[src/hdl/vend_cfg.svh]
`ifndef VEND_CFG_SVH
`define VEND_CFG_SVH

// the front panel has one bit per coin and one bit per item.
`define VEND_COIN_BITS 4
`define VEND_ITEM_BITS 5

// every money value is counted in 5-cent units.
`define VEND_UNIT_BITS 5

// coins are refused once the credit reaches 60 cents.
`define VEND_CREDIT_CAP 12

// coin values in units are listed by coin bit 0 to 3.
`define VEND_COIN_5  1
`define VEND_COIN_10 2
`define VEND_COIN_20 4
`define VEND_COIN_50 10

// item prices in units are listed by item bit 0 to 4.
`define VEND_PRICE_PACKET  6
`define VEND_PRICE_CAN     8
`define VEND_PRICE_BOTTLE  5
`define VEND_PRICE_WRAPPER 3
`define VEND_PRICE_TUB     12

`endif

[src/hdl/vend_money_pkg.sv]
`default_nettype none

`include "vend_cfg.svh"

package vend_money_pkg;

        // the largest value is 21 units, 55 cents plus a 50-cent coin.
        typedef logic [`VEND_UNIT_BITS-1:0] units_t;

        typedef units_t credit_t; // inserted credit.

        typedef units_t price_t; // price of one item.

        typedef units_t change_t; // change returned after a sale.

endpackage

`default_nettype wire

[src/hdl/vend_panel_pkg.sv]
`default_nettype none

`include "vend_cfg.svh"

package vend_panel_pkg;

        // bit 0 is the 5-cent coin and bit 3 the 50-cent coin.
        typedef logic [`VEND_COIN_BITS-1:0] coin_vec_t;

        // packet, can, bottle, wrapper and tub from bit 0 up.
        typedef logic [`VEND_ITEM_BITS-1:0] item_vec_t;

endpackage

`default_nettype wire

[src/hdl/vend_ifs.sv]
`timescale 1ns/10ps
`default_nettype none

interface panel_if;
        import vend_money_pkg::*;

        logic   coin_stb;
        units_t coin_units; // valid only while coin_stb is high.
        logic   item_stb;
        price_t item_price; // valid only while item_stb is high.

        modport source (
                output coin_stb,
                output coin_units,
                output item_stb,
                output item_price
        );

        modport sink (
                input coin_stb,
                input coin_units,
                input item_stb,
                input item_price
        );
endinterface

interface sale_if;
        import vend_money_pkg::*;

        logic    sale_stb;
        logic    sale_ok;
        credit_t sale_credit; // credit before the sale is applied.
        price_t  sale_price;

        modport issuer (
                output sale_stb,
                output sale_ok,
                output sale_credit,
                output sale_price
        );

        modport dispenser (
                input sale_stb,
                input sale_ok,
                input sale_credit,
                input sale_price
        );
endinterface

`default_nettype wire

[src/hdl/panel_decoder.sv]
`timescale 1ns/10ps
`default_nettype none

`include "vend_cfg.svh"

module panel_decoder (
        input wire vend_panel_pkg::coin_vec_t coins,
        input wire vend_panel_pkg::item_vec_t items,
        panel_if.source                       panel
);
        import vend_money_pkg::*;
        import vend_panel_pkg::*;

        logic   coin_any;
        logic   item_any;
        units_t coin_value;
        price_t item_cost;

        assign coin_any = |coins;
        assign item_any = |items;

        // the lowest coin bit wins when several are high.
        always_comb begin
                if (coins[0]) begin
                        coin_value = units_t'(`VEND_COIN_5);
                end else if (coins[1]) begin
                        coin_value = units_t'(`VEND_COIN_10);
                end else if (coins[2]) begin
                        coin_value = units_t'(`VEND_COIN_20);
                end else if (coins[3]) begin
                        coin_value = units_t'(`VEND_COIN_50);
                end else begin
                        coin_value = '0;
                end
        end

        // Priority runs wrapper, bottle, packet, can, tub.
        always_comb begin
                if (items[3]) begin
                        item_cost = price_t'(`VEND_PRICE_WRAPPER);
                end else if (items[2]) begin
                        item_cost = price_t'(`VEND_PRICE_BOTTLE);
                end else if (items[0]) begin
                        item_cost = price_t'(`VEND_PRICE_PACKET);
                end else if (items[1]) begin
                        item_cost = price_t'(`VEND_PRICE_CAN);
                end else if (items[4]) begin
                        item_cost = price_t'(`VEND_PRICE_TUB);
                end else begin
                        item_cost = '0;
                end
        end

        assign panel.coin_stb   = coin_any && !item_any; // a selection overrides the coin.
        assign panel.coin_units = coin_value;
        assign panel.item_stb   = item_any;
        assign panel.item_price = item_cost;

endmodule

`default_nettype wire

[src/hdl/credit_unit.sv]
`timescale 1ns/10ps
`default_nettype none

`include "vend_cfg.svh"

module credit_unit (
        input wire                      clk,
        input wire                      rst,
        panel_if.sink                   panel,
        sale_if.issuer                  sale,
        output vend_money_pkg::credit_t credit
);
        import vend_money_pkg::*;

        credit_t credit_q;
        credit_t credit_d;
        logic    below_cap;
        logic    coin_taken;
        logic    covers_price;

        assign below_cap    = credit_q < credit_t'(`VEND_CREDIT_CAP);
        assign coin_taken   = panel.coin_stb && below_cap; // coins at the cap are ignored.
        assign covers_price = credit_q >= panel.item_price;

        // The credit is at most 11 units when a coin is added, so the sum stays in range.
        always_comb begin
                credit_d = credit_q;
                if (panel.item_stb) begin
                        if (covers_price) begin
                                credit_d = '0; // an accepted sale uses up the credit.
                        end
                end else if (coin_taken) begin
                        credit_d = credit_q + panel.coin_units;
                end
        end

        always_ff @(posedge clk) begin
                if (rst) begin
                        credit_q <= '0;
                end else begin
                        credit_q <= credit_d;
                end
        end

        // the sale record is formed in the cycle of the selection.
        assign sale.sale_stb    = panel.item_stb;
        assign sale.sale_ok     = covers_price;
        assign sale.sale_credit = credit_q;
        assign sale.sale_price  = panel.item_price;

        assign credit = credit_q;

endmodule

`default_nettype wire

[src/hdl/change_dispenser.sv]
`timescale 1ns/10ps
`default_nettype none

module change_dispenser (
        input wire                      clk,
        input wire                      rst,
        sale_if.dispenser               sale,
        output vend_money_pkg::change_t change,
        output logic                    vend_stb,
        output logic                    need_more_stb
);
        import vend_money_pkg::*;

        change_t change_amount;

        // only used on an accepted sale, where the credit is at least the price.
        assign change_amount = change_t'(sale.sale_credit - sale.sale_price);

        always_ff @(posedge clk) begin
                if (rst) begin
                        vend_stb      <= 1'b0;
                        need_more_stb <= 1'b0;
                end else begin
                        vend_stb      <= sale.sale_stb && sale.sale_ok;
                        need_more_stb <= sale.sale_stb && !sale.sale_ok;
                end
        end

        // change holds its value between sales.
        always_ff @(posedge clk) begin
                if (rst) begin
                        change <= '0;
                end else if (sale.sale_stb) begin
                        if (sale.sale_ok) begin
                                change <= change_amount;
                        end else begin
                                change <= '0; // nothing is returned on a refused sale.
                        end
                end
        end

endmodule

`default_nettype wire

[src/hdl/vend_machine.sv]
`timescale 1ns/10ps
`default_nettype none

`include "vend_cfg.svh"

module vend_machine (
        input wire                        clk,
        input wire                        rst,
        input wire [`VEND_COIN_BITS-1:0]  coins,
        input wire [`VEND_ITEM_BITS-1:0]  items,
        output logic [`VEND_UNIT_BITS-1:0] credit,
        output logic [`VEND_UNIT_BITS-1:0] change,
        output logic                      vend_stb,
        output logic                      need_more_stb
);

        panel_if panel ();
        sale_if  sale ();

        panel_decoder u_panel_decoder (
                .coins (coins),
                .items (items),
                .panel (panel.source)
        );

        credit_unit u_credit_unit (
                .clk    (clk),
                .rst    (rst),
                .panel  (panel.sink),
                .sale   (sale.issuer),
                .credit (credit)
        );

        change_dispenser u_change_dispenser (
                .clk           (clk),
                .rst           (rst),
                .sale          (sale.dispenser),
                .change        (change),
                .vend_stb      (vend_stb),
                .need_more_stb (need_more_stb)
        );

endmodule

`default_nettype wire

[config.mk]
export PLATFORM = sky130hd
export DESIGN_NAME = vend_machine
export DESIGN_NICKNAME = d
export VERILOG_FILES = /design/src/hdl/vend_money_pkg.sv /design/src/hdl/vend_panel_pkg.sv /design/src/hdl/vend_ifs.sv /design/src/hdl/panel_decoder.sv /design/src/hdl/credit_unit.sv /design/src/hdl/change_dispenser.sv /design/src/hdl/vend_machine.sv
export VERILOG_INCLUDE_DIRS = /design/src /design/src/hdl
export SDC_FILE = /design/constraint.sdc
export NUM_CORES = 1
export LEC_CHECK = 0
export ABC_AREA = 1
export BUFFER_PORTS_ARGS = -buffer_cell sky130_fd_sc_hd__buf_2
export CAP_MARGIN = 30
export CORE_AREA = 2 2 55 57
export CTS_BUF_LIST = sky130_fd_sc_hd__clkbuf_4 sky130_fd_sc_hd__clkbuf_8
export DETAILED_ROUTE_END_ITERATION = 8
export DIE_AREA = 0 0 57 59
export PLACE_DENSITY = 0.64
export SYNTH_ARGS = -nofsm -noshare
export SYNTH_HDL_FRONTEND = slang
export SYNTH_HIERARCHICAL = 1
export SYNTH_SLANG_ARGS = --single-unit
[constraint.sdc]
create_clock -name clk -period 2.55 [get_ports clk]
set_input_delay 0.765 -clock clk [delete_from_list [all_inputs] [get_ports clk]]
set_output_delay 0.765 -clock clk [all_outputs]
set_load 0.005 [all_outputs]
-- Yosys cells after proc, flatten, opt, wreduce, memory -nomap -nowiden
Cells that the tools add are included.
Widths: inputs -> output; s select.
- input bits: 11
- word-level logic and storage cells: 32
- output and inout port bits: 12
- flip-flop bits (word level): 12
- add/sub/neg operators: 2
- $lt $le $gt $ge: 2
- multiplexer cells: 13
- reduce and logical (&&, ||, !) cells: 10
- eq/ne operators: 1
- operator list (operator ; number):
    $mux 5 ; 11
    $mux 4 ; 2
    $add 5x5->5 ; 1
    $ge 5x5->1 ; 1
    $lt 5x4->1 const B ; 1
    $reduce_or 5->1 ; 1
    $sub 5x5->5 ; 1
    $logic_and 1x1->1 ; 4
    $reduce_or 4->1 ; 1
    $logic_not 1->1 ; 2
    $ne 2x2->1 const B ; 1
    $reduce_and 2->1 ; 1
    $reduce_bool 2->1 ; 1

-- Depth between registers and ports, before layout
Gate-level depths: netlist (run 1).
- word-level depth: 8
- gate-level depth with buffers: 13
- depth with buffers taken out: 13

-- Cells and area by module
The synthesis (run 1) kept the hierarchy.
- by module, submodules not included (module ; area an instance (um^2) ; cells an instance ; sequential area each (um^2) ; instances):
    credit_unit ; 540.5 ; 76 ; 100.1 ; 1
    change_dispenser ; 404.1 ; 58 ; 140.1 ; 1
    panel_decoder ; 138.9 ; 29 ; 0.0 ; 1

-- Least setup slack after synthesis (run 1)
OpenSTA, ideal clock, no wires.
- kind: input-to-reg
- from: in coins[0]
- to: reg u_credit_unit.credit_q, in the netlist u_credit_unit/credit[4]
- slack: 462 ps
- data arrival time: 1972 ps
- stages: 8
- setup time: 116 ps
- buffers on the path: 1
- data required time: 2434 ps
- cell sequence: buf_4 ha_1 fa_1 nand3_1 nand2_1 or2_2 nand3_1 a21oi_1
- cells in the longest elaborated chain, start to end: 5
- elaborated cells between the ends (all ways): 9
- those cells by class: 1 x add/sub; 3 x mux; 5 x reduce/logical
- ends and longest elaborated chain (element ; line ; source):
    start: declaration ; vend_machine.sv:9 ; input wire [`VEND_COIN_BITS-1:0] coins,
    branches (longest 5 deep; another with $add 5x5->5) ; -- ;
    end signal: assignment ; credit_unit.sv:41 ; credit_q <= credit_d;
    end: declaration ; credit_unit.sv:15 ; credit_t credit_q;
Parallel ways; which one is timed is not known. The select of a mux whose other input is x is not followed.
A chain may end at the register's enable or synchronous reset.

==> key figures, run 1 <==
Run status
  – Status: completed

Placement
  – Dpl hpwl: 1640 um
  – GPL Wtd Cong: 0.834
  – Pre-CTS WS: 0.222 ns
  – Port Buf Inserts: 22
  – Cell total after placement: 202

Floorplan
  – Initial Util: 0.400
  – Die span in y: 59 um
  – Core area: 2710 um2
  – Row Count: 19
  – Die X: 57 um
  – Die area: 3360 um2
  – IO Count: 23

Timing
  – Fin crit period: 2.04 ns
  – Clk_skew: 0.00691 ns
  – Unrepaired setup endpoints after global routing: false
  – Setup slack after layout: 0.512 ns
  – Final period utilization: 0.799
  – Final hold violation count: 0
  – Achievable clock frequency: 0.491 GHz
  – Final Max Slew Viols: 0
  – Final setup TNS: 0 ns
  – Final setup viols: 0

Drt
  – Routed wire length: 1930 um
  – Via density: 4.67
  – Via count: 958
  – Total iterations of the first detailed-routing run: 4
  – # DRC: 0
  – Post-DRT Antenna Nets: 0
  – Initial DRC Count: 24
  – Routed length per placed instance: 9.39 um

Setup path
  – R2R setup slack: 0.88 ns
  – Worst Setup End Kind: register
  – WP buf/inv: 3
  – Req. time, crit path: 2.76 ns
  – Cell mode on critical path: nand2_1
  – Critical Path Fanout Max: 4
  – Delay-heaviest family, CP: simple AND/OR/NAND/NOR gates
  – FF-to-FF End: u_credit_unit/credit[4]
  – Crit path launch type: input pin
  – Slowest-stage cell, CP: ha_1
  – Critical Path AT: 2.25 ns
  – Crit path cell chain: buf_2, nor2_4, nand2_1, nor2_1, inv_1, ha_1, nand2_1, nor2_1, nand2_1, nand3_1, nand3_1, inv_2, nand3_1, nand2_1
  – Worst r2r src: u_credit_unit/credit[0]
  – FF-to-FF path depth: 7
  – Critical path type: input pin to register
  – CP max stage delay: 0.26 ns

Finish
  – Fill count: 286
  – Most common cell after layout, fill and taps aside: nand2_1
  – Antenna cells: 0
  – Layout Cells excl Fill: 205
  – Area delta synth->final: 6.00%
  – Most frequent cells in the layout: nand2_1 (42), inv_1 (27), buf_2 (22), nand3_1 (15), ha_1 (13)
  – Ratio of cells with drive above 1 in the final layout: 0.190
  – NumNets Final: 202

Clock network
  – CTS tree: built
  – Post-CTS setup buffer count: 0
  – Num CTS Buffers: 3
  – Htree depth: 1
  – Reg clk slew, reported paths: 0.07 ns
  – Hold_buf cts: 0
  – PostCTS Resize Cnt: 0
  – Clock sink count: 12
  – Clock Path Buffers: 2
  – Clk_lat worst skew: 0.26 ns
  – CTS Root Buffer Type: clkbuf_4

Synth
  – Synth warn: 6
  – Syn Inst Count: 163
  – #FFs+latches synth: 12
  – Cell area after synthesis: 1080 um2
  – Seq/Total Area, Yosys: 0.222
  – Mean Syn Cell Area: 6.65 um2
  – Distinct cell type count after synthesis: 23

Pwr
  – Maximum vdd drop: 0.350 mV
  – PwrDens: 311 nW/um2
  – Overall power: 358 uW
  – P_leak: 0.668 nW

Global route
  – Vias in the first global route: 882
  – Initial antenna violation count: 0
  – First-pass GRT wire length: 3560 um
  – Largest net degree at the start of global routing: 8
  – GR Util All Layers: 0.134
  – GR Overflow Total: 0

Worst hold path
  – Hold/Removal Path Class: register to register
  – Worst hold path cell count: 2
  – HP Start: u_change_dispenser/change[4]
  – Worst Hold Path EP: u_change_dispenser/change[4]

Run
  – Max cap viols: 0
flip-flops by register name, summed over array words and instances, names as in the netlist:
name                              count
u_change_dispenser/need_more_stb      1
u_change_dispenser/vend_stb           1
u_change_dispenser/change             5
u_credit_unit/credit                  5
cells in the mapped netlist:
cell type,n,share of area
nand3_2,1,0.0092
nand3b_1,1,0.0069
buf_2,1,0.0046
xor2_1,2,0.016
or2_2,1,0.0058
ha_1,13,0.15
nor2_1,8,0.028
inv_2,3,0.010
clkinv_2,1,0.0046
nor3_1,1,0.0046
dfxtp_1,12,0.22
buf_4,14,0.097
fa_1,2,0.037
conb_1,1,0.0035
inv_1,27,0.094
nand3_1,15,0.069
a21oi_1,11,0.051
and3_1,1,0.0058
nor2_2,1,0.0058
nor2_4,1,0.010
nand2_1,42,0.15
or2_1,1,0.0058
o21ai_0,3,0.014
worst register-to-register path: cells and delay by family, from the launching register on:
| kind | cells | cell delay [ns] |
|---|---|---|
| simple gates | 4 | 0.50 |
| fa+ha+maj | 2 | 0.64 |
| compound gates | 1 | 0.06 |
| flops | 1 | 0.36 |
through the flow:
stage | util | hold WS [ns] | area (um2)
6_report | 0.424 | 0.452 | 1150
5_1_grt | 0.424 | 0.457 | 1150
4_1_cts | 0.424 | 0.451 | 1150
3_5_place_dp | 0.416 | 0.439 | 1130
3_3_place_gp | 0.416 | 0.435 | 1130
2_1_floorplan | - | 0.446 | 1090
where the power goes:
part           internal (mW)  leakage, nW  total [mW]  switching (mW)
sequential             0.190       0.0971       0.191        0.000857
combinational         0.0239        0.557      0.0592          0.0353
clock                 0.0544       0.0138       0.108          0.0534
total                  0.268        0.668       0.358          0.0896
cell families (layout without fill, tap and decap cells):
family / after synthesis / in the layout / synth area share
fa+ha+maj: 15 / 15 / 0.187
flops: 12 / 12 / 0.222
simple gates: 73 / 73 / 0.297
other cells: 1 / 2 / 0.00346
buf+inv: 46 / 56 / 0.210
xor+xnor: 2 / 2 / 0.0162
compound gates: 14 / 14 / 0.0647
layout make-up:
cell class	instances	area, um2	area share
tap	31	38.8	0.0338
timing repair buffer	22	110	0.0959
inverter	31	118	0.102
sequential	12	240	0.209
multi-input combinational	106	619	0.539
clock buffer	3	22.5	0.0196
worst max-delay path by stage:
stage | start | end | slack [ns] | depth (start not counted)
after floorplan | coins[0] | u_credit_unit/credit[4] | 0.46 | 8
after CTS | items[2] | u_change_dispenser/change[4] | 0.50 | 14
final | items[2] | u_change_dispenser/change[4] | 0.51 | 14
after global placement | items[2] | u_change_dispenser/change[4] | 0.32 | 14
after detailed placement | items[2] | u_change_dispenser/change[4] | 0.22 | 14
after global routing | items[1] | u_change_dispenser/change[2] | 0.28 | 12
per-layer routing:
metal / vias to the layer above / track usage / part of all wire
li1: 512 / - / -
met1: 430 / 0.158 / 0.46
met2: 14 / 0.238 / 0.49
met3: 2 / 0.0393 / 0.037
met4: 0 / 0.0332 / 0.011
met5: - / 0 / 0
Power figures use the tool's default switching activity.
==> inputs of run 2 (changes only) <==
- PLACE_DENSITY: 0.64 -> 0.66
- clock period: 2.55 -> 1.7 ns (I/O delays scaled with it)
==> run 2 against run 1 <==
Final area rose by 28%. Worst setup slack got worse by 0.49 ns. Global-route usage rose by 1.4 points. Utilization rose by 12 points. Sequential share of layout area fell by 4.5 points. Final cell count rose by 9.8%. Die area did not move. Largest power group unchanged.
==> key figures, run 2 (synthesized netlist as in run 1, its figures left out) <==
Drt
  – Via density: 4.70
  – Routed wire length: 2350 um
  – Initial DRC Count: 23
  – Via count: 1058
  – Routed length per placed instance: 10.5 um
  – Total iterations of the first detailed-routing run: 4
  – # DRC: 0
  – Post-DRT Antenna Nets: 0

Floorplan
  – Row Count: 19
  – Die X: 57 um
  – Initial Util: 0.400
  – Core area: 2710 um2
  – IO Count: 23
  – Die span in y: 59 um
  – Die area: 3360 um2

Setup path
  – Crit path cell chain: buf_8, nor2_4, nand2_2, nor2_2, inv_1, ha_1, nand2_1, nor2_1, nand2_1, nand3_4, nand2_4, nand3_1, a21oi_1
  – R2R setup slack: 0.18 ns
  – Critical path type: input pin to register
  – Critical Path Fanout Max: 5
  – Worst r2r src: u_credit_unit/credit[0]
  – Delay-heaviest family, CP: simple AND/OR/NAND/NOR gates
  – CP max stage delay: 0.28 ns
  – Critical Path AT: 1.89 ns
  – WP buf/inv: 2
  – Worst Setup End Kind: register
  – Crit path launch type: input pin
  – Cell depth of the worst setup path: 13
  – Req. time, crit path: 1.90 ns
  – FF-to-FF path depth: 9
  – Cell mode on critical path: nand2_1
  – Slowest-stage cell, CP: ha_1
  – FF-to-FF End: u_change_dispenser/change[4]

Timing
  – Final setup TNS: 0 ns
  – Unrepaired setup endpoints after global routing: true
  – Final setup viols: 0
  – Clk_skew: 0.00153 ns
  – Setup slack after layout: 0.0190 ns
  – Final hold violation count: 0
  – Final Max Slew Viols: 0
  – Final period utilization: 0.989
  – Fin crit period: 1.68 ns
  – Achievable clock frequency: 0.595 GHz

Global route
  – GR Util All Layers: 0.147
  – GR Overflow Total: 0
  – Vias in the first global route: 977
  – First-pass GRT wire length: 3930 um
  – Largest net degree at the start of global routing: 8
  – Initial antenna violation count: 0

Worst hold path
  – Worst hold path cell count: 2
  – Hold/Removal Path Class: register to register
  – Worst Hold Path EP: u_change_dispenser/change[3]
  – HP Start: u_change_dispenser/change[3]

Pwr
  – Combinational Power Share: 0.210
  – Overall power: 648 uW
  – PwrDens: 441 nW/um2
  – Pint: 480 uW
  – Switching Share: 0.259
  – Maximum vdd drop: 0.444 mV
  – Seq pwr share: 0.440
  – P_leak: 0.785 nW
  – Clk pwr share: 0.350
  – Sw Pwr: 168 uW

Clock network
  – Hold_buf cts: 0
  – Clk_lat worst skew: 0.27 ns
  – CTS tree: built
  – CTS Root Buffer Type: clkbuf_4
  – Reg clk slew, reported paths: 0.07 ns
  – Htree depth: 1
  – Clock sink count: 12
  – Clock Path Buffers: 2
  – Num CTS Buffers: 3

Finish
  – Ratio of cells with drive above 1 in the final layout: 0.418
  – Antenna cells: 0
  – Most common cell after layout, fill and taps aside: nand2_1
  – Final Util: 0.542
  – NumNets Final: 221
  – Area delta synth->final: 35.7%
  – Most frequent cells in the layout: nand2_1 (37), inv_1 (23), buf_2 (20), buf_4 (19), dfxtp_1 (11)

Placement
  – Pre-CTS WS: -0.270 ns
  – GPL Wtd Cong: 0.849
  – Dpl hpwl: 1860 um
  – Port Buf Inserts: 22

Run status
  – Status: completed

Run
  – Max cap viols: 0
run 2: cell type report:
cell class	instances	area (um2)
Clock buffer	4	36.3
Tap cell	31	38.8
Inverter	31	123
Multi-Input combinational cell	106	762
Fill cell	271	1240
Sequential cell	12	241
Timing Repair Buffer	41	269
run 2: metal layers:
metal | global-route usage | up-vias | routed length (um)
li1 | - | 557 | -
met1 | 0.167 | 476 | 974
met2 | 0.266 | 19 | 1240
met3 | 0.0459 | 6 | 90
met4 | 0.0432 | 0 | 46
met5 | 0 | - | 0
run 2: worst max-delay path by stage:
stage | from | to
after floorplan | coins[0] | u_credit_unit/credit[4]
after global placement | items[2] | u_change_dispenser/change[4]
after detailed placement | items[1] | u_change_dispenser/change[4]
after CTS | items[2] | u_change_dispenser/change[4]
after global routing | items[0] | u_change_dispenser/change[4]
final | items[0] | u_credit_unit/credit[0]
run 2: worst min-delay path: cells and delay by family, from the launching register on:
kind | cells | cell delay, ns
flops | 1 | 0.31
simple gates | 2 | 0.09
run 2: power groups by stage:
stage	registers [mW]	logic, mW	clock network [mW]
after floorplan	0.293	0.0783	0
after global placement	0.292	0.113	0
after detailed placement	0.292	0.117	0
after CTS	0.285	0.118	0.234
after global routing	0.286	0.154	0.253
final	0.285	0.136	0.227
run 2: repair_timing:
action,in CTS,in global routing
setup endpoints to repair,0,12
buffers inserted,0,2
resized for setup,0,26
run 2: per-stage QoR:
step | cell area (um2) | hold WS [ns] | cells
floorplan | 1160 | 0.446 | 164
global placement | 1330 | 0.437 | 219
detailed placement | 1330 | 0.437 | 219
CTS | 1360 | 0.453 | 223
global route | 1470 | 0.454 | 225
finish | 1470 | 0.441 | 225
==> inputs of run 3 (changes only) <==
- CAP_MARGIN: 30 -> default
- CORE_AREA: 2 2 55 57 -> 2 2 50 52
- DIE_AREA: 0 0 57 59 -> 0 0 52 54
- MAX_ROUTING_LAYER: default -> met4
- PLACE_DENSITY: 0.66 -> 0.67
- SYNTH_HIERARCHICAL: 1 -> default
==> run 3 against run 2 <==
Non-clock buffer count down 1. Via count down 14%. Final area down 11%. Sequential share of layout area up 2.0 points. First-iteration DRC count down 52%. The run now ends with negative setup slack left. Flip-flop and latch count unchanged. Largest cell class unchanged. Critical path type unchanged. Register-to-register slack worse by 0.06 ns. Area after synthesis down 19%. Final cell count down 17%. Largest power group unchanged.
==> key figures, run 3 <==
Timing
  – Setup slack after layout: -0.0296 ns
  – Max-slew headroom: 0.810
  – Final hold violation count: 0
  – Final Max Slew Viols: 0
  – Fin crit period: 1.73 ns
  – Final setup TNS: -0.0860 ns
  – Achievable clock frequency: 0.578 GHz
  – Actual slew at the worst max-slew pin: 0.284 ns
  – Clk_skew: 0.00551 ns
  – Final setup viols: 4
  – Unrepaired setup endpoints after global routing: true
  – Final period utilization: 1.02
  – Hold WS: 0.454 ns

Floorplan
  – Die area: 2810 um2
  – Die span in y: 54 um
  – Die X: 52 um
  – Core area: 2320 um2
  – Initial Util: 0.379
  – Row Count: 18
  – IO Count: 23

Synth
  – Mean Syn Cell Area: 7.72 um2
  – Seq/Total Area, Yosys: 0.273
  – Largest area contributor in the synthesized netlist: dfxtp_1
  – Area contributors post-synth: dfxtp_1 (27%), ha_1 (11%), inv_1 (8.1%)
  – Ys async rst share: 0
  – Mapped Nets: 135
  – Syn Inst Count: 114
  – Synth top cells by count: inv_1 (19), nand2_1 (19), dfxtp_1 (12)
  – Cell area after synthesis: 880 um2
  – Area share of the largest cell type after synthesis: 0.273
  – EDFF count, synth: 0
  – #FFs+latches synth: 12
  – Distinct cell type count after synthesis: 24
  – Synth warn: 0
  – Top_reg_cell synth: dfxtp_1

Setup path
  – Req. time, crit path: 1.86 ns
  – Worst Setup End Kind: register
  – Critical Path AT: 1.89 ns
  – Critical Path Fanout Max: 4
  – Critical path type: input pin to register
  – Crit path launch type: input pin

Run status
  – Failing checks: negative setup slack
  – Status: finished with violations

Pwr
  – PwrDens: 476 nW/um2
  – P_leak: 0.624 nW
  – Maximum vdd drop: 0.272 mV

Global route
  – GR Util All Layers: 0.168
  – Vias in the first global route: 812
  – First-pass GRT wire length: 3390 um
  – Initial antenna violation count: 0
  – GR Overflow Total: 0
  – Largest net degree at the start of global routing: 8

Clock network
  – Reg clk slew, reported paths: 0.07 ns
  – Htree depth: 1
  – CTS Root Buffer Type: clkbuf_4
  – CTS tree: built
  – Clock sink count: 12
  – Clock Path Buffers: 2
  – Num CTS Buffers: 3
  – Clk_lat worst skew: 0.27 ns

Finish
  – Most common cell after layout, fill and taps aside: buf_2
  – Ratio of cells with drive above 1 in the final layout: 0.471
  – Layout Cells excl Fill: 187
  – Post-Layout Inst Area: 1300 um2
  – Area delta synth->final: 48.2%
  – Most frequent cells in the layout: buf_2 (18), nand2_1 (17), buf_4 (17), inv_1 (16), dfxtp_1 (12)
  – NumNets Final: 180
  – Antenna cells: 0
  – Fill count: 224

Run
  – Max cap viols: 0

Placement
  – Port Buf Inserts: 22
  – Post-place instance area: 1180 um2
  – Cell total after placement: 182
  – Dpl hpwl: 1710 um
  – GPL Wtd Cong: 0.797

Drt
  – Routed length per placed instance: 10.9 um
  – Via count: 906
  – Via density: 4.84
  – Total iterations of the first detailed-routing run: 4
  – # DRC: 0
  – Routed wire length: 2040 um
  – Initial DRC Count: 11
  – Post-DRT Antenna Nets: 0

Worst hold path
  – Hold/Removal Path Class: register to register
[run 3: repair_timing]
action / in CTS / in global routing
setup buffers: 2 / 0
gates resized for setup: 14 / 9
cloned: 0 / 0
hold buffers: 0 / 0
setup endpoints to repair: 7 / 11
pin swaps: 7 / 7
[run 3: report_power, final]
part,switching [mW],total (mW),internal (mW)
clock,0.0865,0.169,0.0820
sequential,0.00276,0.291,0.288
combinational,0.0807,0.161,0.0803
total,0.170,0.620,0.451
[run 3: stage by stage]
stage,setup slack (ns),power [mW],util
floorplan,-0.107,0.370,-
CTS,-0.00328,0.614,0.548
global placement,-0.341,0.431,0.509
global route,-0.0879,0.655,0.562
finish,-0.0296,0.620,0.562
detailed placement,-0.379,0.436,0.509
[run 3: worst paths after layout]
check	start	to	slack [ns]	cells past startpoint
setup / recovery	items[2]	u_credit_unit.credit[3]	-0.03	11
hold / removal	u_change_dispenser.change[4]	u_change_dispenser.change[4]	0.45	2
setup reg to reg	u_credit_unit.credit[2]	u_credit_unit.credit[3]	0.12	8
hold reg to reg	u_change_dispenser.change[4]	u_change_dispenser.change[4]	0.45	2
[run 3: worst max-delay path, cell delays in order]
cell and delay (ns):
buf_8 0.10, clkinvlp_4 0.10, nand3_2 0.07, or2_4 0.24, ha_4 0.27, nand2_2 0.05, o21a_1 0.20, nand2_4 0.11
nand2_4 0.08, nand3_2 0.08, a21oi_2 0.06
[run 3: cell families (layout without fill, tap and decap cells)]
family / after synthesis / in the layout / synth area share
AOI/OAI and AO/OA: 24 / 24 / 0.169
xor gates and xnor gates: 3 / 3 / 0.0299
adders and majority gates: 10 / 10 / 0.159
buffers and inverters: 19 / 62 / 0.0811
DFF: 12 / 12 / 0.273
and+or+nand+nor: 46 / 46 / 0.287
[run 3: area by class of cell]
cell class / count / area (um2) / share of cell area
Clock buffer: 3 / 22.5 / 0.0173
Inverter: 19 / 78.8 / 0.0605
Multi-Input combinational cell: 83 / 647 / 0.496
Sequential cell: 12 / 240 / 0.184
Tap cell: 30 / 37.5 / 0.0288
Timing Repair Buffer: 40 / 278 / 0.213
[run 3: routing by layer]
metal  wire length [um]  vias up  track usage
li1                   -      467            -
met1                841      415        0.185
met2               1080       19        0.312
met3                 73        5      0.00833
met4                 40        0       0.0789
met5                  0        -            -
